**config.mk**
```make
export PLATFORM = sky130hd
export DESIGN_NAME = btac_update
export DESIGN_NICKNAME = d
export VERILOG_FILES = /design/src/hdl/btac_pkg.sv /design/src/hdl/btac_update.sv
export VERILOG_INCLUDE_DIRS = /design/src /design/src/include
export SDC_FILE = /design/constraint.sdc
export NUM_CORES = 1
export LEC_CHECK = 0
export BUFFER_PORTS_ARGS = -buffer_cell sky130_fd_sc_hd__buf_2
export CAP_MARGIN = 20
export CORE_AREA = 2 2 131 133
export DETAILED_ROUTE_END_ITERATION = 8
export DIE_AREA = 0 0 133 135
export SKIP_LAST_GASP = 1
export SLEW_MARGIN = 25
export SYNTH_ARGS = -nofsm -noshare
export SYNTH_HDL_FRONTEND = slang
export SYNTH_SLANG_ARGS = --single-unit
```
**constraint.sdc**
```tcl
create_clock -name vclk -period 2.3
set_input_delay 0.69 -clock vclk [all_inputs]
set_output_delay 0.69 -clock vclk [all_outputs]
set_load 0.02 [all_outputs]
```
**src/include/btac_params.svh**
```systemverilog
`ifndef BTAC_PARAMS_SVH
`define BTAC_PARAMS_SVH

// Number of entries in the direct-mapped target table.
// It must stay a power of two, since the index is a plain slice of the pc.
`define BTAC_DEPTH 64

// Width of a pc, a target or a fall-through address.
`define BTAC_XLEN 32

`endif

```
**src/hdl/btac_pkg.sv**
```systemverilog
`default_nettype none

`include "btac_params.svh"

package btac_pkg;

  localparam int unsigned idx_width = $clog2(`BTAC_DEPTH); // index bits above the word offset.

  typedef logic [`BTAC_XLEN-1:0] addr_t;
  typedef logic [idx_width-1:0]  idx_t;

  // An entry that is all zero is treated as empty.
  typedef struct packed {
    addr_t tag;    // full pc of the jump.
    addr_t target; // resolved jump address.
    addr_t npc;    // fall-through pc of the jump.
  } btb_entry_t;

  typedef struct packed {
    logic       en;
    idx_t       idx;
    btb_entry_t entry;
  } btb_wr_t;

  typedef struct packed {
    addr_t pc;
    logic  clear;
  } btac_fetch_t;

  typedef struct packed {
    logic  hit;
    addr_t target;
    addr_t npc;
  } btac_pred_t;

  typedef struct packed {
    logic  jump;   // slot resolved an unconditional or taken jump.
    logic  branch; // slot holds a control transfer of any kind.
    addr_t pc;
    addr_t addr;   // resolved destination of the slot.
    addr_t npc;
  } btac_slot_t;

  typedef struct packed {
    logic  taken;
    addr_t target;
    addr_t npc;
  } btac_taken_t;

  typedef struct packed {
    logic  miss;
    addr_t addr;
  } btac_redirect_t;

  typedef enum logic [0:0] {
    TRACK_IDLE    = 1'b0,
    TRACK_PENDING = 1'b1
  } track_state_t;

  // Word-aligned pcs, so the index starts at bit 2.
  function automatic idx_t pc_to_idx(input addr_t pc);
    return pc[idx_width+1:2];
  endfunction

endpackage

`default_nettype wire

```
**src/hdl/btac_update.sv**
```systemverilog
`timescale 1ns/100ps
`default_nettype none

module btac_update
  import btac_pkg::*;
(
  input  btac_fetch_t fetch,
  input  btac_slot_t  slot0,
  input  btac_slot_t  slot1,
  output btb_wr_t     wr
);

  btac_slot_t sel;
  logic       any_jump;

  assign any_jump = slot0.jump || slot1.jump;
  assign sel      = slot0.jump ? slot0 : slot1; // older slot wins when both jump.

  always_comb begin
    wr = '0;
    if (!fetch.clear && any_jump) begin
      wr.en           = 1'b1;
      wr.idx          = pc_to_idx(sel.pc);
      wr.entry.tag    = sel.pc;
      wr.entry.target = sel.addr;
      wr.entry.npc    = sel.npc;
    end
  end

endmodule

`default_nettype wire

```
After elaboration in Yosys (flattened, before gate mapping)
Index checks and enable logic that the tools add are counted.
{ "totals": {"ff_bits": 0, "inputBits": 229, "output_inout_bits": 103, "elab_cells": 5} }
{ "op_classes": {"mux": 2, "reduce_logical": 3} }
{ "op_table": {"columns": ["operator", "count"], "rows": [
  ["103-bit two-way mux", 1],
  ["96-bit two-way mux", 1],
  ["1-bit logical AND", 1],
  ["1-bit logical NOT", 1],
  ["1-bit logical OR", 1]
]} }

Depth between registers and ports, before layout
{ "logic_depth": {"depth_word": 3, "mapped_depth": 6, "depth_no_buf": 2} }

Worst setup path after synthesis
Ideal clock, no wire load.
{ "synth_timing": {"path_type": "input-to-output", "startpoint": "input port slot1[97] (netlist name)", "endpoint": "output port wr[100] (netlist name)", "t_arrival_ns": 1.778, "t_required_ns": 1.610, "path_slack_ns": -0.168, "cell_stages": 6, "n_path_buf": 4, "path_cell_list": "buf_4 buf_6 buf_4 nand3b_1 a21oi_1 buf_4"} }
{ "synth_rtl": {"columns": ["element", "line", "text"], "rows": [
  ["from (decl)", "btac_update.sv:9", "input btac_slot_t slot1,"],
  ["to (decl)", "btac_update.sv:10", "output btb_wr_t wr"]
]} }

==> impl_summary.log <==
INFO  metric finalWorstPathRequiredPeriod = 2.283 ns
INFO  metric finalCoreUtilization = 24.19%
INFO  metric start_util = 11.77%
INFO  metric cp-start-kind = input pin
INFO  metric n_sequential_cell = 0
INFO  metric largest_voltage_drop_on_the_vdd_net = 0.07690 mV
INFO  metric routed_wire_length_per_instance = 13.29 um
INFO  metric grtUsageMet2 = 18.13%
INFO  metric syn_nets = 568
INFO  metric power.share.combinational = 100.0%
INFO  metric firstDrtPassIters = 6
INFO  metric die_width = 133 um
INFO  metric worst-path-buf-inv = 3
INFO  metric fp.dieH = 135 um
INFO  metric route.antenna.remaining_nets = 0
INFO  metric yosys-top-cells-count = 96 x sky130_fd_sc_hd__a21oi_1, 96 x sky130_fd_sc_hd__nand3b_1, 86 x sky130_fd_sc_hd__nand2_1, 18 x sky130_fd_sc_hd__buf_2, 11 x sky130_fd_sc_hd__clkbuf_1
INFO  metric place_congestion = 0.7630
INFO  metric drtIter0Drc = 111
INFO  metric postRouteWirelength = 11220 um
INFO  metric post_cts_buffers = 0
INFO  metric grt_usage = 9.143%
INFO  metric tns = 0 ns
INFO  metric seq_area_frac_synth = 0%
INFO  metric grt_max_degree = 81
INFO  metric synth.lib_cells_used.distinct = 10
INFO  metric final.clkbuf_count = 0
INFO  metric max_cap_violations = 0
INFO  metric report.final.hold_viol_count = 0
INFO  metric internal_power = 0.3626 mW
INFO  metric met3_usage = 2.215%
INFO  metric syn_avg_cell_area = 5.695 sq um
INFO  metric ctsHoldBuffers = 0
INFO  metric postSynthCellCount = 339
INFO  metric grt_pass1_vias = 2998
INFO  metric setup_slack = 0.01735 ns
INFO  metric nNetsFinal = 854
INFO  metric slew-limit-headroom = 86.01%
INFO  metric drc = 0
INFO  metric buffers_on_ports = 298
INFO  metric setup_repair_after_global_routing_missed_its_margin = yes
INFO  metric grt_pass1_wl = 14050 um
INFO  metric via_count = 3529
INFO  metric layout_worst_path_cycle_share = 99.25%
INFO  metric fmax = 438.1 MHz
INFO  metric p_seq_share = 0%
INFO  metric die-area = 17960 sq um
INFO  metric synthesis.area = 1931 sq um
INFO  metric i_o_pins = 332
INFO  metric synth_top_cells_by_area = sky130_fd_sc_hd__nand3b_1 37%, sky130_fd_sc_hd__a21oi_1 25%, sky130_fd_sc_hd__nand2_1 17%
INFO  metric timing.critical_path.slowest_stage_cell = sky130_fd_sc_hd__a21oi_2
INFO  metric status = finished clean
INFO  metric core_area = 16410 sq um
INFO  metric worst_ep_arrival_time = 1.59 ns
INFO  metric switching_share = 53.22%
INFO  metric num-fill-cells = 1826
INFO  metric grt.busiest_layer = met2
INFO  metric total_switching_power = 0.4126 mW
INFO  metric worst-setup-path-type = in2out
INFO  metric synth_largest_area_cell = sky130_fd_sc_hd__nand3b_1
INFO  metric yosysWarningCount = 0
INFO  metric dp_slack = -0.04484 ns
INFO  metric finalMaxSlewViolations = 0
INFO  metric cellPowerDensity = 195.3 nW/um^2
INFO  metric final_cell_area = 3969 sq um
INFO  metric cp_top_family = buffers and inverters
INFO  metric final_layout_size_suffix_gt1_share = 57.30%
INFO  metric number_of_antenna_violations_at_the_first_check_in_global_routing = 2
INFO  metric viasPerCell = 4.181
INFO  metric hold_path.class = in2out
INFO  metric setup_viol = 0
INFO  metric hold-worst-slack = 1.726 ns
INFO  metric fin_cells = 844
INFO  metric register_area = 0 sq um
INFO  metric global_route.usage.met1 = 10.25%
INFO  metric critical_path_peak_fanout = 14
INFO  metric multi_input_comb_area = 1654 sq um
INFO  metric floorplan.rows = 47
INFO  metric totalPowerFinal = 0.7752 mW
INFO  metric yosys.area.top_type_share = 37.33%
INFO  metric clk_network_pwr_share = 0%
INFO  metric worst_pin_slew = 0.2098 ns
INFO  metric synthToLayoutAreaGrowth = 105.6%
INFO  metric placed_cells_incl_taps = 835
INFO  metric timing.critical_path.cells = buf_8, clkbuf_16, nand3b_1, a21oi_2, buf_4
INFO  metric critical_path.max_stage_delay = 0.22 ns
INFO  metric globalRoute.totalOverflow = 0
INFO  metric total_leakage_power = 2.049 nW
INFO  metric placement.cell_area = 3674 sq um
INFO  metric detailedPlacementHpwl = 7633 um
INFO  metric crit_path_end_kind = output port
INFO  metric cp_data_required_time = 1.61 ns
[routing by layer]
metal	wire, um	share of wire (%)	vias up
li1	-	-	1733
met3	1078	9.6	4
met1	4354	39	1579
met4	15	0.13	2
met2	5756	51	211
met5	13	0.12	-
[worst paths after layout]
path              slack, ns  depth (start not counted)     end       from
setup / recovery       0.02                          5  wr[69]  slot0[97]
hold / removal         1.73                          4   wr[7]   slot0[7]
[area by class of cell]
cell class,instances,share of cell area (%)
Multi-Input combinational cell,290,41.68
Antenna cell,1,0.06305
Timing Repair Buffer,333,51.32
Tap cell,220,6.936
[kinds of logic after synthesis]
kind of cell / synth area share, %
buffers and inverters: 17.43
AO/OA/AOI/OAI: 24.89
AND/OR/NAND/NOR: 57.68
[what timing repair did]
| item | in CTS | in global routing |
|---|---|---|
| pin swaps | 2 | 1 |
| endpoints found under the setup margin | 14 | 90 |
| cloned | 0 | 8 |
| gates resized for setup | 10 | 25 |
[placed cells by master (no fill, tap or decap), drive strengths merged]
master,count
buf,326
nand3b,96
nand2,96
a21oi,96
clkbuf,7
nor2,2
diode,1
[power by group through the flow]
stage	Combinational, mW	Clock, mW	Sequential, mW
floorplan	0.398	0	0
global placement	0.698	0	0
detailed placement	0.702	0	0
CTS	0.710	0	0
global route	0.839	0	0
finish	0.775	0.0000000582	0
Note: power is estimated with default switching activity, not from simulation.
