==> src/include/btac_params.svh <==
`ifndef BTAC_PARAMS_SVH
`define BTAC_PARAMS_SVH

// Number of entries in the direct-mapped target table.
// It must stay a power of two, since the index is a plain slice of the pc.
`define BTAC_DEPTH 64

// Width of a pc, a target or a fall-through address.
`define BTAC_XLEN 32

`endif

==> src/hdl/btac_pkg.sv <==
`default_nettype none

`include "btac_params.svh"

package btac_pkg;

  localparam int unsigned idx_width = $clog2(`BTAC_DEPTH); // index bits above the word offset.

  typedef logic [`BTAC_XLEN-1:0] addr_t;
  typedef logic [idx_width-1:0]  idx_t;

  // An entry that is all zero is treated as empty.
  typedef struct packed {
    addr_t tag;    // full pc of the jump.
    addr_t target; // resolved jump address.
    addr_t npc;    // fall-through pc of the jump.
  } btb_entry_t;

  typedef struct packed {
    logic       en;
    idx_t       idx;
    btb_entry_t entry;
  } btb_wr_t;

  typedef struct packed {
    addr_t pc;
    logic  clear;
  } btac_fetch_t;

  typedef struct packed {
    logic  hit;
    addr_t target;
    addr_t npc;
  } btac_pred_t;

  typedef struct packed {
    logic  jump;   // slot resolved an unconditional or taken jump.
    logic  branch; // slot holds a control transfer of any kind.
    addr_t pc;
    addr_t addr;   // resolved destination of the slot.
    addr_t npc;
  } btac_slot_t;

  typedef struct packed {
    logic  taken;
    addr_t target;
    addr_t npc;
  } btac_taken_t;

  typedef struct packed {
    logic  miss;
    addr_t addr;
  } btac_redirect_t;

  typedef enum logic [0:0] {
    TRACK_IDLE    = 1'b0,
    TRACK_PENDING = 1'b1
  } track_state_t;

  // Word-aligned pcs, so the index starts at bit 2.
  function automatic idx_t pc_to_idx(input addr_t pc);
    return pc[idx_width+1:2];
  endfunction

endpackage

`default_nettype wire

==> src/hdl/btac_resolve.sv <==
`timescale 1ns/100ps
`default_nettype none

module btac_resolve
  import btac_pkg::*;
(
  input  logic           clock,
  input  logic           reset,
  input  btac_fetch_t    fetch,
  input  btac_taken_t    taken,
  input  btac_slot_t     slot0,
  input  btac_slot_t     slot1,
  output btac_redirect_t redirect
);

  track_state_t state_q;
  track_state_t state_d;

  addr_t target_q;
  addr_t npc_q;

  logic  pending;
  addr_t exp_target;
  addr_t exp_npc;
  logic  resolved;

  // A taken report in this cycle counts as pending right away.
  assign pending    = (state_q == TRACK_PENDING) || taken.taken;
  assign exp_target = taken.taken ? taken.target : target_q;
  assign exp_npc    = taken.taken ? taken.npc : npc_q;

  always_comb begin
    redirect = '0;
    resolved = 1'b0;
    if (!fetch.clear) begin
      if (!pending) begin
        // Nothing was predicted, so any jump is a miss.
        if (slot0.jump) begin
          redirect.miss = 1'b1;
          redirect.addr = slot0.addr;
        end else if (slot1.jump) begin
          redirect.miss = 1'b1;
          redirect.addr = slot1.addr;
        end
      end else begin
        if (slot0.jump) begin
          redirect.miss = (slot0.addr != exp_target); // correct target needs no redirect.
          redirect.addr = slot0.addr;
          resolved      = 1'b1;
        end else if (slot0.branch) begin
          redirect.miss = 1'b1; // predicted taken but fell through.
          redirect.addr = exp_npc;
          resolved      = 1'b1;
        end else if (slot1.jump) begin
          redirect.miss = (slot1.addr != exp_target);
          redirect.addr = slot1.addr;
          resolved      = 1'b1;
        end else if (slot1.branch) begin
          redirect.miss = 1'b1;
          redirect.addr = exp_npc;
          resolved      = 1'b1;
        end
      end
    end
  end

  always_comb begin
    state_d = state_q;
    if (fetch.clear) begin
      state_d = TRACK_IDLE; // a flush drops whatever fetch had predicted.
    end else if (pending) begin
      state_d = resolved ? TRACK_IDLE : TRACK_PENDING;
    end
  end

  always_ff @(posedge clock) begin
    if (!reset) begin
      state_q <= TRACK_IDLE;
    end else begin
      state_q <= state_d;
    end
  end

  // Only meaningful while the state is pending.
  always_ff @(posedge clock) begin
    if (!fetch.clear && taken.taken) begin
      target_q <= taken.target;
      npc_q    <= taken.npc;
    end
  end

endmodule

`default_nettype wire

==> config.mk <==
export PLATFORM = sky130hd
export DESIGN_NAME = btac_resolve
export DESIGN_NICKNAME = d
export VERILOG_FILES = /design/src/hdl/btac_pkg.sv /design/src/hdl/btac_resolve.sv
export VERILOG_INCLUDE_DIRS = /design/src /design/src/include
export SDC_FILE = /design/constraint.sdc
export NUM_CORES = 1
export LEC_CHECK = 0
export ABC_AREA = 0
export BUFFER_PORTS_ARGS = -buffer_cell sky130_fd_sc_hd__buf_2
export CAP_MARGIN = 15
export CORE_AREA = 4 4 126 128
export CTS_BUF_LIST = sky130_fd_sc_hd__clkbuf_8 sky130_fd_sc_hd__clkbuf_16
export DETAILED_ROUTE_END_ITERATION = 10
export DIE_AREA = 0 0 130 132
export GPL_ROUTABILITY_DRIVEN = 1
export PLACE_DENSITY = 0.66
export SLEW_MARGIN = 5
export SYNTH_ARGS = -nofsm -noshare
export SYNTH_HDL_FRONTEND = slang
export SYNTH_SLANG_ARGS = --single-unit
==> constraint.sdc <==
create_clock -name clock -period 5.8 [get_ports clock]
set_input_delay 1.45 -clock clock [delete_from_list [all_inputs] [get_ports clock]]
set_output_delay 1.45 -clock clock [all_outputs]
set_load 0.03 [all_outputs]
=== Word level (Yosys, flattened, before mapping) ===
Cells that the tools add are included.

* Memories: 0
* Memory bits (writable): 0
* Logic and storage cells: 27
* Bits in read-only memories: 0
* Input port bits: 296
* Output and inout port bits: 33
* Bits in registers: 65
* Latch bits: 0

* Multiply operators: 0
* Bitwise gates (word level): 1
* Mux-type cells: 17
* Magnitude comparators: 0
* Add/sub/neg operators: 0
* Shift operators: 0
* Equal/unequal tests: 2
* Div/mod/pow operators: 0
* Reduce and logical (&&, ||, !) cells: 4

{| class="wikitable"
|+ Operator list
! operator !! count
|-
| $mux 33 || 8
|-
| $mux 32 || 2
|-
| $ne 32x32->1 || 2
|-
| $mux 1 || 7
|-
| $reduce_or 2->1 || 1
|-
| $logic_and 1x1->1 || 1
|-
| $logic_not 1->1 || 1
|-
| $logic_or 1x1->1 || 1
|-
| $not 1->1 || 1
|}

=== Longest topological paths before layout ===
* Word-level depth: 7
* Gate-level depth with buffers: 10
* Gate-level depth less buffers: 6

=== Worst setup path after synthesis ===
Ideal clock, no wire load.

* Path kind: input -> register
* Start point: input taken[64] (netlist bit)
* End point: register npc_q[0], enable pin
* Library setup time: 493 ps
* Stages: 4
* Arrival time: 4,940 ps
* Slack: 367 ps
* Cell sequence: buf_6 > buf_2 > buf_2 > nor2b_1

* Longest elaborated chain between the ends: 1

{| class="wikitable"
|+ RTL lines
! element !! line !! RTL
|-
| from (decl) || btac_resolve.sv:10 || <nowiki>input btac_taken_t taken,</nowiki>
|-
| $logic_and 1x1->1 || btac_resolve.sv:86 || <nowiki>if (!fetch.clear && taken.taken) begin</nowiki>
|-
| to (signal assigned) || btac_resolve.sv:88 || <nowiki>npc_q <= taken.npc;</nowiki>
|-
| to (decl) || btac_resolve.sv:20 || <nowiki>addr_t npc_q;</nowiki>
|}

Every way passes these cells.
A chain may end at the register's enable or synchronous reset.

==> metrics.txt <==
H-tree Lvls=3; drt pass-1 iters=4; DRT antenna net count=0; outcome=finished, final reports clean; number of global-route vias before repair=3789; Routed wire per std cell=19.3 um; Mapped Area=4230 um2; total power=0.00142 W; die area=17200 um2; worst hold path type=reg2reg; Detailed Place HPWL=11.5 mm; top cell family by delay on the critical path=buffers and inverters; Final #Nets=846; clk_skew=0 ps; worst setup path startpoint=taken[64]; sequential area share after synthesis=0.459; Post-Place Cells=727; Min-Delay Startpoint=state_q; # DRC=0; Clk pin slew, worst setup/hold paths=60 ps; Syn Area/Cell=11.1 um2; post-route insts no fill=745; Clk pwr share=0.368; Synth Register Bits=65; VDD IR max=179 uV; Initial Util=0.285; Slew @ Worst Pin=869 ps; post-synth top area share=0.454; largest net degree at the start of global routing=39; CP max stage delay=520 ps; Hold Buf Count CTS=0; port buffer count=168; startpoint types=input port; worst r2r dst=state_q; clock period minus worst slack=5480 ps; RSZ-0062 raised after global routing=false; CP max stage cell=buf_4; vias=3564; Longest Clk Path Bufs=2; ys flop type=edfxtp_1; fmax=0.182 GHz; CP cell instances=buf_4 > buf_4 > mux2i_1 > xnor2_1 > nor4_1 > buf_4 > nand3_1 > nor3_1 > o22ai_1 > buf_2; data arrival time of the critical path=4030 ps; reg2reg path depth=2; WHS=640 ps; number of buffers created by CTS=9; worst setup margin=316 ps; Final Max Slew Viols=0; RR Startpoint=state_q; Hold Path Stages=2; initial antenna violation count=0; cells after synthesis=380; die span in y=132 um; CP endpoint kind=primary output; WHS Endpoint=state_q; grt total ovfl=0; post-cts resize count=0; Final period util=0.946; R2R Setup Slk=5030 ps; CTS Sinks=65; Yosys cell types=22; GPL Wtd Cong=0.792; dpl ws=297 ps; Combinational Power Share=0.237; CP bufs+invs=4; switching share of power=0.285; YS warnings=0; Net Switching=0.000405 W; area leader, netlist=edfxtp_1; setup_tns=0 ps; clk_lat worst skew=340 ps; Async SR Flop Fraction=0; area of the core=14900 um2; synth top area cells=edfxtp_1, mux2i_1, xnor2_1; DRT iter0 DRCs=163; crit-path max FO=38; Leak=2.41 nW; max_cap viols=0; register share of total power=0.395; Hold Fails Final Rpt=0; TritonCTS clock tree=yes; total track usage=0.167; Post-Syn Nets=676; Root Driver=clkbuf_16; IO Count=329; post-CTS setup buffers=0; Post-synth EDFFs=64; PD cells=254 nW/um2; Area Overhead vs Synth=32.1%; Internal Power=0.00101 W; Via density=4.78; Finish-stage setup viols=0; Slew HR=0.421; CP Data Required Time=4350 ps; Synth top cells by count=mux2i_1, edfxtp_1, xnor2_1, nor2_1, o21ai_0; Die Wd=130 um; Crit Path Class=in2out; most frequent CP cell=buf_4; share of cells above drive strength 1=0.368; first-pass GRT wire length=21.4 mm; final WL=14.4 mm; count leader, synth=mux2i_1; # rows=45
routing by layer:
| metal | global-route usage | up-vias | wire length (um) |
|---|---|---|---|
| met5 | 0 | - | 0 |
| met4 | 0.0323 | 0 | 122 |
| met3 | 0.0535 | 8 | 1170 |
| met2 | 0.254 | 158 | 6350 |
| met1 | 0.235 | 1679 | 6750 |
| li1 | - | 1719 | - |
worst register-to-register path, stage by stage, from the launching register on:
cell and delay, ps:
dfxtp_1 360, nor2_1 90, nor4bb_1 240
logic make-up after synthesis:
group	share of synthesized area
muxes	0.235
AOI/OAI and AO/OA	0.0449
and+or+nand+nor	0.100
xor gates and xnor gates	0.132
buffers and inverters	0.0290
DFF	0.459
worst max-delay path by stage:
stage	slack [ps]	depth (start not counted)	endpoint
after global placement	240	10	redirect[32]
after CTS	290	10	redirect[32]
after global routing	160	9	redirect[32]
final	320	10	redirect[32]
after detailed placement	300	10	redirect[32]
after floorplan	370	4	npc_q[0]
through the flow:
step,utilization,instance area (um2)
floorplan,-,4230
global placement,0.357,5310
detailed placement,0.357,5310
CTS,0.376,5590
global route,0.376,5590
finish,0.376,5590
area by class of cell:
type                            instances  area (um2)
Timing Repair Buffer                  182         948
Sequential cell                        65        1940
Multi-Input combinational cell        292        2180
Antenna cell                            2        5.00
Clock inverter                          7        53.8
Fill cell                            1497        9270
Clock buffer                            9         225
Tap cell                              188         235
power groups by stage:
| stage | clock network, W | registers [W] | logic (W) |
|---|---|---|---|
| 6_report | 0.000522 | 0.000560 | 0.000336 |
| 2_1_floorplan | 0 | 0.000569 | 0.000200 |
| 3_5_place_dp | 0 | 0.000569 | 0.000340 |
| 5_1_grt | 0.000559 | 0.000562 | 0.000366 |
| 3_3_place_gp | 0 | 0.000568 | 0.000335 |
| 4_1_cts | 0.000537 | 0.000560 | 0.000341 |
layout by cell type (no fill, tap or decap):
cell type,count
clkinv_2,1
xor2_1,2
nand4_1,3
bufinv_16,1
nor3_1,4
xnor2_1,62
clkbuf_16,9
diode_2,2
nand2_1,32
nand3_1,3
buf_2,167
buf_4,15
inv_1,2
mux2i_1,87
o22ai_1,1
mux2i_2,9
clkinv_1,3
o21ai_0,34
and2_1,1
nor2_1,34
nor4bb_1,1
dfxtp_1,1
nor2b_1,1
nor4_1,15
o31ai_1,1
nor2b_4,1
o22ai_2,1
edfxtp_1,64
flip-flops by register name (all words and copies together) (netlist names):
register  count
npc_q        32
target_q     32
state_q       1
(Power assumes the default switching activity.)
