[src/include/btac_params.svh]
`ifndef BTAC_PARAMS_SVH
`define BTAC_PARAMS_SVH

// Number of entries in the direct-mapped target table.
// It must stay a power of two, since the index is a plain slice of the pc.
`define BTAC_DEPTH 64

// Width of a pc, a target or a fall-through address.
`define BTAC_XLEN 32

`endif

[src/hdl/btac_pkg.sv]
`default_nettype none

`include "btac_params.svh"

package btac_pkg;

  localparam int unsigned idx_width = $clog2(`BTAC_DEPTH); // index bits above the word offset.

  typedef logic [`BTAC_XLEN-1:0] addr_t;
  typedef logic [idx_width-1:0]  idx_t;

  // An entry that is all zero is treated as empty.
  typedef struct packed {
    addr_t tag;    // full pc of the jump.
    addr_t target; // resolved jump address.
    addr_t npc;    // fall-through pc of the jump.
  } btb_entry_t;

  typedef struct packed {
    logic       en;
    idx_t       idx;
    btb_entry_t entry;
  } btb_wr_t;

  typedef struct packed {
    addr_t pc;
    logic  clear;
  } btac_fetch_t;

  typedef struct packed {
    logic  hit;
    addr_t target;
    addr_t npc;
  } btac_pred_t;

  typedef struct packed {
    logic  jump;   // slot resolved an unconditional or taken jump.
    logic  branch; // slot holds a control transfer of any kind.
    addr_t pc;
    addr_t addr;   // resolved destination of the slot.
    addr_t npc;
  } btac_slot_t;

  typedef struct packed {
    logic  taken;
    addr_t target;
    addr_t npc;
  } btac_taken_t;

  typedef struct packed {
    logic  miss;
    addr_t addr;
  } btac_redirect_t;

  typedef enum logic [0:0] {
    TRACK_IDLE    = 1'b0,
    TRACK_PENDING = 1'b1
  } track_state_t;

  // Word-aligned pcs, so the index starts at bit 2.
  function automatic idx_t pc_to_idx(input addr_t pc);
    return pc[idx_width+1:2];
  endfunction

endpackage

`default_nettype wire

[src/hdl/btac_lookup.sv]
`timescale 1ns/100ps
`default_nettype none

module btac_lookup
  import btac_pkg::*;
(
  input  btac_fetch_t fetch,
  output idx_t        rd_idx,
  input  btb_entry_t  rd_entry,
  output btac_pred_t  pred
);

  logic entry_valid;
  logic tag_match;

  assign rd_idx = pc_to_idx(fetch.pc);

  assign entry_valid = |rd_entry;                 // an all-zero slot was never written.
  assign tag_match   = (rd_entry.tag == fetch.pc); // full pc compare rules out aliasing.

  always_comb begin
    pred = '0;
    if (!fetch.clear) begin
      pred.hit    = entry_valid && tag_match;
      pred.target = rd_entry.target; // addresses pass through, fetch only acts on hit.
      pred.npc    = rd_entry.npc;
    end
  end

endmodule

`default_nettype wire

[config.mk]
export PLATFORM = sky130hd
export DESIGN_NAME = btac_lookup
export DESIGN_NICKNAME = d
export VERILOG_FILES = /design/src/hdl/btac_pkg.sv /design/src/hdl/btac_lookup.sv
export VERILOG_INCLUDE_DIRS = /design/src /design/src/include
export SDC_FILE = /design/constraint.sdc
export NUM_CORES = 1
export LEC_CHECK = 0
export ABC_AREA = 1
export BUFFER_PORTS_ARGS = -buffer_cell sky130_fd_sc_hd__buf_2
export CAP_MARGIN = 25
export CORE_AREA = 2 2 77 79
export DETAILED_ROUTE_END_ITERATION = 10
export DIE_AREA = 0 0 79 81
export PLACE_DENSITY_LB_ADDON = 0.08
export SETUP_SLACK_MARGIN = 0.1
export SLEW_MARGIN = 15
export SYNTH_ARGS = -nofsm -noshare
export SYNTH_HDL_FRONTEND = slang
export SYNTH_SLANG_ARGS = --single-unit
export TNS_END_PERCENT = 20
[constraint.sdc]
create_clock -name vclk -period 0.9
set_input_delay 0.135 -clock vclk [all_inputs]
set_output_delay 0.135 -clock vclk [all_outputs]
set_load 0.1 [all_outputs]
# After elaboration in Yosys (flattened, before gate mapping)
# Index checks and enable logic that the tools add are counted.
# Widths: inputs -> output; s select.
totals:
  output_inout_bits: 71
  regBits: 0
  input_bits: 129
op_classes:
  eq_ne: 1
  mux: 1
  reduce_logical: 2
op_table:
  columns: ["cell", "count"]
  rows:
  - ["$reduce_or 96->1", 1]
  - ["$mux 65", 1]
  - ["$eq 32x32->1", 1]
  - ["$logic_and 1x1->1", 1]

# Longest topological paths before layout
# Gate-level depths: netlist of run 1.
depth:
  depth_word: 3
  ltp_mapped: 10

# Worst setup path after synthesis of run 1
# Ideal clock, no wire load.
synth_path:
  path_type: "input to output"
  from: "in rd_entry[88] (netlist bit)"
  to: "out pred[64] (netlist bit)"
  t_arrival_ns: 1.926
  path_slack_ns: -1.161
  path_stages: 6
  required_time_ns: 0.765
  path_cell_list: "or2_0 a21oi_1 nand2_1 nor2_1 nand3_1 nor2_1"
synth_lines:
  columns: ["item", "line", "rtl"]
  rows:
  - ["from (decl)", "btac_lookup.sv:9", "input btb_entry_t rd_entry,"]
  - ["to (decl)", "btac_lookup.sv:10", "output btac_pred_t pred"]

==> qor.json, run 1 <==
{
  "crit_path_max_fanout": {"value": 2},
  "max_clock_freq": {"value": 724, "unit": "MHz"},
  "ys.warnings.count": {"value": 0},
  "final_hold_viol_count": {"value": 0},
  "wire_length_of_the_first_global_routing_pass": {"value": 12.9, "unit": "mm"},
  "status": {"value": "finished with violations"},
  "class_of_the_most_critical_hold_timing_path": {"value": "in -> out"},
  "final.clkbuf_count": {"value": 0},
  "synth_to_layout_area_growth": {"value": 229, "unit": "%"},
  "core_region_area": {"value": 5680, "unit": "um2"},
  "synth_top_cell_by_area": {"value": "nor2_1"},
  "globalplace.congestion": {"value": 0.888},
  "hold_ws": {"value": 0.558, "unit": "ns"},
  "placed_area": {"value": 4420, "unit": "um2"},
  "share_of_final_layout_standard_cells_stronger_than_drive_strength_1": {"value": 58.3, "unit": "%"},
  "synth_seq_area_share": {"value": 0, "unit": "%"},
  "timing.final.setup_violations": {"value": 65},
  "final_nets": {"value": 730},
  "drt_pass1_iterations": {"value": 4},
  "floorplan.die_area": {"value": 6400, "unit": "um2"},
  "dp_hpwl": {"value": 6.80, "unit": "mm"},
  "holdPathStages": {"value": 2},
  "min_to": {"value": "rd_idx[1]"},
  "viasPerCell": {"value": 4.28},
  "synth.most_common_cell": {"value": "nor2_1"},
  "io-pin-count": {"value": 200},
  "violations_in_the_final_reports": {"value": "setup timing"},
  "max_cap_viol_count": {"value": 0},
  "dp.cells": {"value": 665},
  "rsz0062_at_grt": {"value": "yes"},
  "dieWidth": {"value": 79, "unit": "um"},
  "wire_per_inst": {"value": 13.0, "unit": "um"},
  "detail_route.drc_violations": {"value": 0},
  "floorplan.initialDensity": {"value": 25.5, "unit": "%"},
  "post-route-min-period": {"value": 1.38, "unit": "ns"},
  "synth.lib_cells_used.distinct": {"value": 16},
  "route.final.wire_length": {"value": 8.74, "unit": "mm"},
  "grt.met1_usage": {"value": 25.4, "unit": "%"},
  "row_count": {"value": 28},
  "netlist_instances": {"value": 353},
  "setup_ws": {"value": -0.480, "unit": "ns"},
  "globalRouteMet2Util": {"value": 52.6, "unit": "%"},
  "worst_slew_margin_rel": {"value": 88.9, "unit": "%"},
  "antenna_found_initial": {"value": 0},
  "hold_buffers": {"value": 0},
  "dr.first_iter.drc_count": {"value": 50},
  "yosys.area.top_type_share": {"value": 30.1, "unit": "%"},
  "io_buffer_count": {"value": 200},
  "num_antenna_cells": {"value": 0},
  "grt_pass1_vias": {"value": 2861},
  "cell_area_power_density": {"value": 715, "unit": "nW/um2"},
  "p_leak": {"value": 2.53, "unit": "nW"},
  "overall_via_count_from_detail_route": {"value": 2884},
  "grt_usage": {"value": 24.5, "unit": "%"},
  "worst_hold_startpoint": {"value": "fetch[4]"},
  "final-max-slew-violation-count": {"value": 0},
  "vdd_drop_max": {"value": 0.430, "unit": "mV"},
  "share_of_the_clock_period_used_by_the_worst_path_after_layout": {"value": 153, "unit": "%"},
  "register_area": {"value": 0, "unit": "um2"},
  "seq_cell_count": {"value": 0},
  "maximum_number_of_pins_on_one_net_before_global_route_repair": {"value": 20},
  "grt_most_used_layer": {"value": "met2"},
  "global_route.overflow_total": {"value": 0},
  "worst_pin_slew": {"value": 0.165, "unit": "ns"},
  "grt.met3_usage": {"value": 3.11, "unit": "%"},
  "finalNonFillerCells": {"value": 674},
  "syn_area": {"value": 1450, "unit": "um2"},
  "postRouteAntennaNets": {"value": 0},
  "multi_input_comb_area": {"value": 1520, "unit": "um2"},
  "critPathKind": {"value": "in -> out"},
  "final.fill_count": {"value": 327},
  "floorplan_die_height": {"value": 81, "unit": "um"},
  "syn_nets": {"value": 482},
  "required": {"value": 0.76, "unit": "ns"},
  "cp-start-kind": {"value": "input pin"},
  "synthTopCellsByArea": {"value": "nor2_1 (30%), inv_1 (27%), nand2_1 (20%)"},
  "postSynthAreaPerCell": {"value": 4.10, "unit": "um2"},
  "critPathArrivalTime": {"value": 1.25, "unit": "ns"},
  "setup_total_negative_slack": {"value": -6.51, "unit": "ns"},
  "finalInstanceArea": {"value": 4760, "unit": "um2"},
  "worst_setup_end_kind": {"value": "output port"},
  "synth_top_cells_by_count": {"value": "nor2_1 (116), inv_1 (104), nand2_1 (76)"}
}
cell usage in the layout (no fill, tap or decap), drive strengths merged, types with 3 or more instances in the layout:
cell type / synthesis / layout
xor2: 5 / 5
buf: 13 / 257
nand2: 76 / 76
o21ai: 7 / 7
inv: 105 / 105
nand3: 13 / 13
nor2: 117 / 117
nor3: 7 / 7
xnor2: 3 / 3
worst max path at each step:
stage	start	end	slack, ns
after floorplan	rd_entry[88]	pred[64]	-0.43
after global placement	rd_entry[1]	pred[64]	-0.55
after detailed placement	rd_entry[1]	pred[64]	-0.55
after CTS	rd_entry[82]	pred[64]	-0.48
after global routing	rd_entry[30]	pred[64]	-0.57
final	rd_entry[30]	pred[64]	-0.48
timing repair:
item / in CTS / in global routing
buffers inserted: 5 / 1
endpoints found under the setup margin: 65 / 65
resized for setup: 31 / 31
pin swaps: 48 / 41
gates cloned: 3 / 2
critical path: stages:
cell and delay (ns):
buf_2 0.11, nor2_2 0.16, nand3_1 0.11, nor2_1 0.10
nand2_1 0.07, nor2_2 0.11, nand2_1 0.08, nor2_2 0.15
nor2_4 0.06, buf_12 0.16
stage by stage:
| step | total power, W | setup slack [ns] | util, % |
|---|---|---|---|
| final | 0.00340 | -0.480 | 83.8 |
| after global routing | 0.00355 | -0.575 | 83.8 |
| after CTS | 0.00334 | -0.476 | 81.9 |
| after detailed placement | 0.00321 | -0.547 | 77.8 |
| after global placement | 0.00317 | -0.547 | 77.8 |
| after floorplan | 0.00189 | -0.431 | - |
per-layer routing:
metal | wire length [um] | share of wire [%] | up-vias
li1 | - | - | 1481
met1 | 3080 | 35 | 1281
met2 | 5010 | 57 | 114
met3 | 545 | 6.2 | 8
met4 | 102 | 1.2 | 0
met5 | 0 | 0 | -
power breakdown:
part | internal, W | switching (W)
clock network | 0 | 0
logic | 0.00134 | 0.00206
registers | 0 | 0
total | 0.00134 | 0.00206
layout make-up:
class	count	share of cell area, %
inverters	105	8.28
multi-input cells	235	32.0
well taps	75	1.97
repair buffers	259	57.8
logic make-up after synthesis:
group	count (synthesis)	synth area share (%)
buf+inv	118	32.8
xor+xnor	8	4.84
compound gates	11	3.98
simple gates	216	58.4
(Power assumes the default switching activity.)
==> inputs of run 2 (changes only) <==
--- a/config.mk
+++ b/config.mk
@@ -9,9 +9,9 @@
 export ABC_AREA = 1
 export BUFFER_PORTS_ARGS = -buffer_cell sky130_fd_sc_hd__buf_2
 export CAP_MARGIN = 25
-export CORE_AREA = 2 2 77 79
+export CORE_AREA = 2 2 78 80
 export DETAILED_ROUTE_END_ITERATION = 10
-export DIE_AREA = 0 0 79 81
+export DIE_AREA = 0 0 80 82
 export PLACE_DENSITY_LB_ADDON = 0.08
 export SETUP_SLACK_MARGIN = 0.1
 export SLEW_MARGIN = 15
==> constraint.sdc (replaced) <==
create_clock -name vclk -period 1.8
set_input_delay 0.27 -clock vclk [all_inputs]
set_output_delay 0.27 -clock vclk [all_outputs]
set_load 0.1 [all_outputs]
==> qor.json, run 2 (synthesis results as in run 1) <==
{
  "synth_to_layout_area_growth": {"value": 75.3, "unit": "%"},
  "num_antenna_cells": {"value": 0, "change": "unchanged"},
  "maximum_number_of_pins_on_one_net_before_global_route_repair": {"value": 65, "change": "+230%"},
  "finalNonFillerCells": {"value": 616, "change": "-8.6%"},
  "vdd_drop_max": {"value": 0.251, "unit": "mV", "change": "-42%"},
  "globalplace.congestion": {"value": 0.769, "change": "-13%"},
  "wire_length_of_the_first_global_routing_pass": {"value": 8.16, "unit": "mm", "change": "-37%"},
  "grt_pass1_vias": {"value": 2050, "change": "-28%"},
  "core_region_area": {"value": 5750, "unit": "um2", "change": "+1.2%"},
  "placed_area": {"value": 2530, "unit": "um2", "change": "-43%"},
  "setup_total_negative_slack": {"value": 0, "unit": "ns", "change": "+6.51 ns"},
  "worst_pin_slew": {"value": 0.506, "unit": "ns", "change": "+0.341 ns"},
  "leading_cell_type_in_the_layout_fill_and_taps_excluded": {"value": "buf_2"},
  "layout_common_cells": {"value": "buf_2 (197), nor2_1 (112), inv_1 (104), nand2_1 (76), nand3_1 (13)"},
  "timing.final.setup_violations": {"value": 0, "change": "-100%"},
  "final.clkbuf_count": {"value": 0, "change": "unchanged"},
  "share_of_the_clock_period_used_by_the_worst_path_after_layout": {"value": 86.0, "unit": "%"},
  "class_of_the_most_critical_hold_timing_path": {"value": "in -> out"},
  "required": {"value": 1.53, "unit": "ns", "change": "+0.77 ns"},
  "postLayoutCoreUtil": {"value": 44.2, "unit": "%", "change": "-40 points"},
  "global_route.overflow_total": {"value": 0, "change": "unchanged"},
  "overall_via_count_from_detail_route": {"value": 2441, "change": "-15%"},
  "dp_hpwl": {"value": 5.12, "unit": "mm", "change": "-25%"},
  "cp-start-kind": {"value": "input pin"},
  "worst_slew_margin_rel": {"value": 66.5, "unit": "%", "change": "-22 points"},
  "worst_setup_end_kind": {"value": "output port"},
  "p_leak": {"value": 1.84, "unit": "nW", "change": "-27%"},
  "share_of_final_layout_standard_cells_stronger_than_drive_strength_1": {"value": 38.3, "unit": "%", "change": "-20 points"},
  "floorplan_die_height": {"value": 82, "unit": "um", "change": "+1.2%"},
  "postRouteAntennaNets": {"value": 0, "change": "unchanged"},
  "finalInstanceArea": {"value": 2540, "unit": "um2", "change": "-47%"},
  "register_area": {"value": 0, "unit": "um2", "change": "unchanged"},
  "final-max-slew-violation-count": {"value": 0, "change": "unchanged"},
  "row_count": {"value": 28, "change": "unchanged"},
  "critPathArrivalTime": {"value": 1.28, "unit": "ns", "change": "+0.03 ns"},
  "antenna_found_initial": {"value": 0, "change": "unchanged"},
  "dieWidth": {"value": 80, "unit": "um", "change": "+1.3%"},
  "route.final.wire_length": {"value": 5.60, "unit": "mm", "change": "-36%"},
  "max_clock_freq": {"value": 646, "unit": "MHz"},
  "dp.cells": {"value": 616, "change": "-7.4%"},
  "status": {"value": "finished, final reports clean"},
  "cell_area_power_density": {"value": 425, "unit": "nW/um2", "change": "-41%"},
  "io_buffer_count": {"value": 200, "change": "unchanged"},
  "cts_setup_buffers": {"value": 0, "change": "-5"},
  "seq_cell_count": {"value": 0, "change": "unchanged"},
  "io-pin-count": {"value": 200, "change": "unchanged"},
  "crit_path_max_fanout": {"value": 3, "change": "+1"},
  "floorplan.die_area": {"value": 6560, "unit": "um2", "change": "+2.5%"},
  "dr.first_iter.drc_count": {"value": 34, "change": "-32%"},
  "wire_per_inst": {"value": 9.10, "unit": "um", "change": "-30%"},
  "post-route-min-period": {"value": 1.55, "unit": "ns"},
  "grt_usage": {"value": 14.6, "unit": "%", "change": "-9.8 points"},
  "viasPerCell": {"value": 3.96, "change": "-7.4%"},
  "final_nets": {"value": 672, "change": "-7.9%"},
  "detail_route.drc_violations": {"value": 0, "change": "unchanged"},
  "hold_ws": {"value": 0.927, "unit": "ns", "change": "+0.368 ns"},
  "critPathKind": {"value": "in -> out"},
  "final_hold_viol_count": {"value": 0, "change": "unchanged"},
  "drt_pass1_iterations": {"value": 4, "change": "unchanged"},
  "max_cap_viol_count": {"value": 0, "change": "unchanged"},
  "rsz0062_at_grt": {"value": "no"},
  "floorplan.initialDensity": {"value": 25.2, "unit": "%", "change": "-0.31 points"}
}
-- run 2: cell types whose count changed in the layout (fill, tap and decap cells not counted), moves of 2 or more --
cell,delta
buf_4,-44
buf_2,+78
buf_6,-15
inv_2,-7
nor2_1,+72
nor2_2,-5
nand3_1,+3
buf_16,-3
nor2_4,-67
nand3_2,-3
clkbuf_16,-2
buf_12,-72
inv_1,+7
-- run 2: final cells by class --
type,count,area (um2)
multi-input cells,235,983
repair buffers,201,1070
inverters,105,394
well taps,75,93.8
fillers,677,3210
-- run 2: stage by stage --
stage,power (W),setup WS [ns]
2_1_floorplan,0.000812,-0.323
3_3_place_gp,0.00108,0.186
3_5_place_dp,0.00108,0.212
4_1_cts,0.00108,0.207
5_1_grt,0.00115,0.101
6_report,0.00108,0.251
-- run 2: worst max-delay path, cell delays in order --
cell     delay, ns
buf_2         0.11
or2_0         0.21
a21oi_1       0.12
nand2_1       0.07
nor2_1        0.10
nand3_1       0.09
nor2_2        0.13
buf_12        0.19
-- run 2: what timing repair did --
item	in CTS	in global routing
endpoints found under the setup margin	0	1
hold buffers	0	0
endpoints found under the hold margin	0	0
gates resized for setup	0	3
-- run 2: power breakdown --
part           internal (W)  total (W)  switching [W]  leakage, nW
clock network             0          0              0            0
registers                 0          0              0            0
logic              0.000243    0.00108       0.000834         1.84
total              0.000243    0.00108       0.000834         1.84
-- run 2: path summary, 6_finish.rpt --
check,depth (start not counted),from,endpoint,slack [ns]
hold / removal,2,fetch[6],rd_idx[3],0.93
setup / recovery,8,rd_entry[88],pred[64],0.25
-- run 2: routing by layer --
metal,vias to the layer above,global-route usage (%),wire [um]
met4,0,1.19,46
met1,975,16.0,2110
met5,-,0,0
met3,4,1.98,526
li1,1356,-,-
met2,106,30.6,2920
==> inputs of run 3 (changes only) <==
--- a/config.mk
+++ b/config.mk
@@ -6,12 +6,11 @@
 export SDC_FILE = /design/constraint.sdc
 export NUM_CORES = 1
 export LEC_CHECK = 0
-export ABC_AREA = 1
 export BUFFER_PORTS_ARGS = -buffer_cell sky130_fd_sc_hd__buf_2
 export CAP_MARGIN = 25
-export CORE_AREA = 2 2 78 80
+export CORE_AREA = 2 2 77 79
 export DETAILED_ROUTE_END_ITERATION = 10
-export DIE_AREA = 0 0 80 82
+export DIE_AREA = 0 0 79 81
 export PLACE_DENSITY_LB_ADDON = 0.08
 export SETUP_SLACK_MARGIN = 0.1
 export SLEW_MARGIN = 15
==> constraint.sdc (replaced) <==
create_clock -name vclk -period 1.7
set_input_delay 0.255 -clock vclk [all_inputs]
set_output_delay 0.255 -clock vclk [all_outputs]
set_load 0.1 [all_outputs]
==> qor.json, run 3 <==
{
  "status": {"value": "finished with violations"},
  "violations_in_the_final_reports": {"value": "setup timing"},
  "final_nets": {"value": 489, "change": "-27%"},
  "antenna_found_initial": {"value": 0, "change": "unchanged"},
  "placed_area": {"value": 3340, "unit": "um2", "change": "+32%"},
  "floorplan.die_area": {"value": 6400, "unit": "um2", "change": "-2.5%"},
  "worst_slew_margin_rel": {"value": 68.0, "unit": "%", "change": "+1.5 points"},
  "synth_seq_area_share": {"value": 0, "unit": "%", "change": "unchanged"},
  "synth_top_cell_by_area": {"value": "nor2b_1"},
  "wire_per_inst": {"value": 14.6, "unit": "um", "change": "+61%"},
  "ys.warnings.count": {"value": 0, "change": "unchanged"},
  "io-pin-count": {"value": 200, "change": "unchanged"},
  "grt_pass1_vias": {"value": 1914, "change": "-6.6%"},
  "synth_top_cells_by_count": {"value": "nor2b_1 (64), xnor2_1 (31), nor4_1 (26)"},
  "finalInstanceArea": {"value": 3530, "unit": "um2", "change": "+39%"},
  "required": {"value": 1.44, "unit": "ns", "change": "-0.09 ns"},
  "synth.most_common_cell": {"value": "nor2b_1"},
  "p_leak": {"value": 1.55, "unit": "nW", "change": "-16%"},
  "syn_nets": {"value": 283, "change": "-41%"},
  "critical-path-top-delay-family": {"value": "simple AND/OR/NAND/NOR gates"},
  "viasPerCell": {"value": 4.40, "change": "+11%"},
  "synthTopCellsByArea": {"value": "nor2b_1 (39%), xnor2_1 (26%), nor4_1 (16%)"},
  "crit_path_cell_trace": {"value": "buf_8 -> nor4_4 -> buf_4 -> nand4_1 -> nor4_2 -> a21oi_2 -> buf_8"},
  "detail_route.drc_violations": {"value": 0, "change": "unchanged"},
  "cpMostUsedCell": {"value": "buf_8"},
  "final-max-slew-violation-count": {"value": 0, "change": "unchanged"},
  "row_count": {"value": 28, "change": "unchanged"},
  "seq_cell_count": {"value": 0, "change": "unchanged"},
  "hold_buffers": {"value": 0, "change": "unchanged"},
  "share_of_final_layout_standard_cells_stronger_than_drive_strength_1": {"value": 78.2, "unit": "%", "change": "+40 points"},
  "cp-start-kind": {"value": "input pin"},
  "leading_cell_type_in_the_layout_fill_and_taps_excluded": {"value": "buf_2"},
  "grt.met1_usage": {"value": 18.1, "unit": "%", "change": "+2.1 points"},
  "setup_total_negative_slack": {"value": -0.0683, "unit": "ns", "change": "-0.0683 ns"},
  "post-route-min-period": {"value": 1.77, "unit": "ns"},
  "syn_area": {"value": 1030, "unit": "um2", "change": "-29%"},
  "class_of_the_most_critical_hold_timing_path": {"value": "in -> out"},
  "postLayoutCoreUtil": {"value": 62.2, "unit": "%", "change": "+18 points"},
  "postRouteAntennaNets": {"value": 0, "change": "unchanged"},
  "netlist_instances": {"value": 154, "change": "-56%"},
  "finalNonFillerCells": {"value": 433, "change": "-30%"},
  "drt_pass1_iterations": {"value": 4, "change": "unchanged"},
  "cp_num_buf_inv": {"value": 3, "change": "+1"},
  "critPathArrivalTime": {"value": 1.51, "unit": "ns", "change": "+0.23 ns"},
  "dr.first_iter.drc_count": {"value": 15, "change": "-56%"},
  "register_area": {"value": 0, "unit": "um2", "change": "unchanged"},
  "dieWidth": {"value": 79, "unit": "um", "change": "-1.3%"},
  "crit_path_max_fanout": {"value": 2, "change": "-1"},
  "setup_ws": {"value": -0.0683, "unit": "ns", "change": "-0.319 ns"},
  "max_clock_freq": {"value": 566, "unit": "MHz"},
  "synth_to_layout_area_growth": {"value": 244, "unit": "%"},
  "overall_via_count_from_detail_route": {"value": 1907, "change": "-22%"},
  "share_of_the_clock_period_used_by_the_worst_path_after_layout": {"value": 104, "unit": "%"},
  "critical_path_cell_with_the_highest_stage_delay": {"value": "nor4_2"},
  "rsz0062_at_grt": {"value": "yes"},
  "grt_most_used_layer": {"value": "met2"},
  "dp.cells": {"value": 433, "change": "-30%"},
  "globalplace.congestion": {"value": 0.800, "change": "+4.0%"},
  "worst_pin_slew": {"value": 0.483, "unit": "ns", "change": "-0.0227 ns"},
  "wire_length_of_the_first_global_routing_pass": {"value": 9.05, "unit": "mm", "change": "+11%"},
  "timing.critical_path.slowest_cell_delay": {"value": 0.30, "unit": "ns", "change": "+0.09 ns"},
  "cell_area_power_density": {"value": 426, "unit": "nW/um2", "change": "+0.41%"},
  "max_cap_viol_count": {"value": 0, "change": "unchanged"},
  "grt_usage": {"value": 17.8, "unit": "%", "change": "+3.1 points"},
  "num_antenna_cells": {"value": 0, "change": "unchanged"},
  "vdd_drop_max": {"value": 0.283, "unit": "mV", "change": "+13%"},
  "hold_ws": {"value": 0.896, "unit": "ns", "change": "-0.0306 ns"},
  "postSynthAreaPerCell": {"value": 6.66, "unit": "um2", "change": "+62%"},
  "final_hold_viol_count": {"value": 0, "change": "unchanged"},
  "timing.final.setup_violations": {"value": 1, "change": "+1"},
  "grt.met3_usage": {"value": 8.22, "unit": "%", "change": "+6.2 points"},
  "dp_hpwl": {"value": 5.66, "unit": "mm", "change": "+10%"},
  "floorplan_die_height": {"value": 81, "unit": "um", "change": "-1.2%"},
  "floorplan.initialDensity": {"value": 18.1, "unit": "%", "change": "-7.1 points"},
  "worst_setup_end_kind": {"value": "output port"},
  "globalRouteMet2Util": {"value": 34.5, "unit": "%", "change": "+3.9 points"},
  "critPathKind": {"value": "in -> out"},
  "layout_common_cells": {"value": "buf_2 (128), buf_12 (65), nor2b_2 (38), xnor2_1 (31), buf_4 (16)"},
  "maximum_number_of_pins_on_one_net_before_global_route_repair": {"value": 65, "change": "unchanged"},
  "final.clkbuf_count": {"value": 0, "change": "unchanged"},
  "io_buffer_count": {"value": 200, "change": "unchanged"},
  "synth.lib_cells_used.distinct": {"value": 12, "change": "-4"},
  "route.final.wire_length": {"value": 6.33, "unit": "mm", "change": "+13%"},
  "global_route.overflow_total": {"value": 0, "change": "unchanged"},
  "cts_setup_buffers": {"value": 0, "change": "unchanged"},
  "core_region_area": {"value": 5680, "unit": "um2", "change": "-1.2%"},
  "yosys.area.top_type_share": {"value": 39.0, "unit": "%", "change": "+8.9 points"}
}
==> run 3: cell types whose count changed in the layout (fill, tap and decap cells not counted), moves of 14 or more <==
cell / before / now
buf_12: 4 / 65
buf_2: 197 / 128
buf_4: 0 / 16
inv_1: 104 / 0
nand2_1: 76 / 0
nor2_1: 112 / 1
nor2b_1: 0 / 14
nor2b_2: 0 / 38
nor4_1: 0 / 14
xnor2_1: 3 / 31
==> run 3: cell families after synthesis <==
group / Yosys count / share of synthesized area [%]
AO/OA/AOI/OAI: 1 / 0.487
XOR/XNOR: 32 / 27.3
buffers and inverters: 13 / 7.07
AND/OR/NAND/NOR: 108 / 65.1
==> run 3: through the flow <==
step / worst slack (ns) / power [W]
after CTS: -0.0367 / 0.00150
after global placement: -0.287 / 0.00147
final: -0.0683 / 0.00151
after global routing: -0.159 / 0.00156
after floorplan: -0.343 / 0.000863
after detailed placement: -0.286 / 0.00147
==> run 3: where the power goes <==
part / total, W / internal (W) / switching [W]
sequential: 0 / 0 / 0
clock: 0 / 0 / 0
combinational: 0.00151 / 0.000575 / 0.000931
==> run 3: path summary, 6_finish.rpt <==
path                     start       end  cells past startpoint  slack [ns]
setup / recovery  rd_entry[30]  pred[64]                      7       -0.07
hold / removal    rd_entry[14]  pred[14]                      3        0.90
==> run 3: what timing repair did <==
item                                    in CTS  in global routing
endpoints found under the setup margin       1                  1
pin swaps                                    8                  5
resized for setup                           22                 10
==> run 3: layer usage <==
| layer | vias up | part of all wire, % |
|---|---|---|
| met3 | 2 | 14 |
| met1 | 844 | 33 |
| met4 | 0 | 0.33 |
| li1 | 951 | - |
| met2 | 110 | 53 |
| met5 | - | 0 |
==> run 3: cell type report <==
cell class                 count  area [um2]
timing repair buffer         217        2160
multi-input combinational    141        1280
tap                           75        93.8
fill                         502        2140
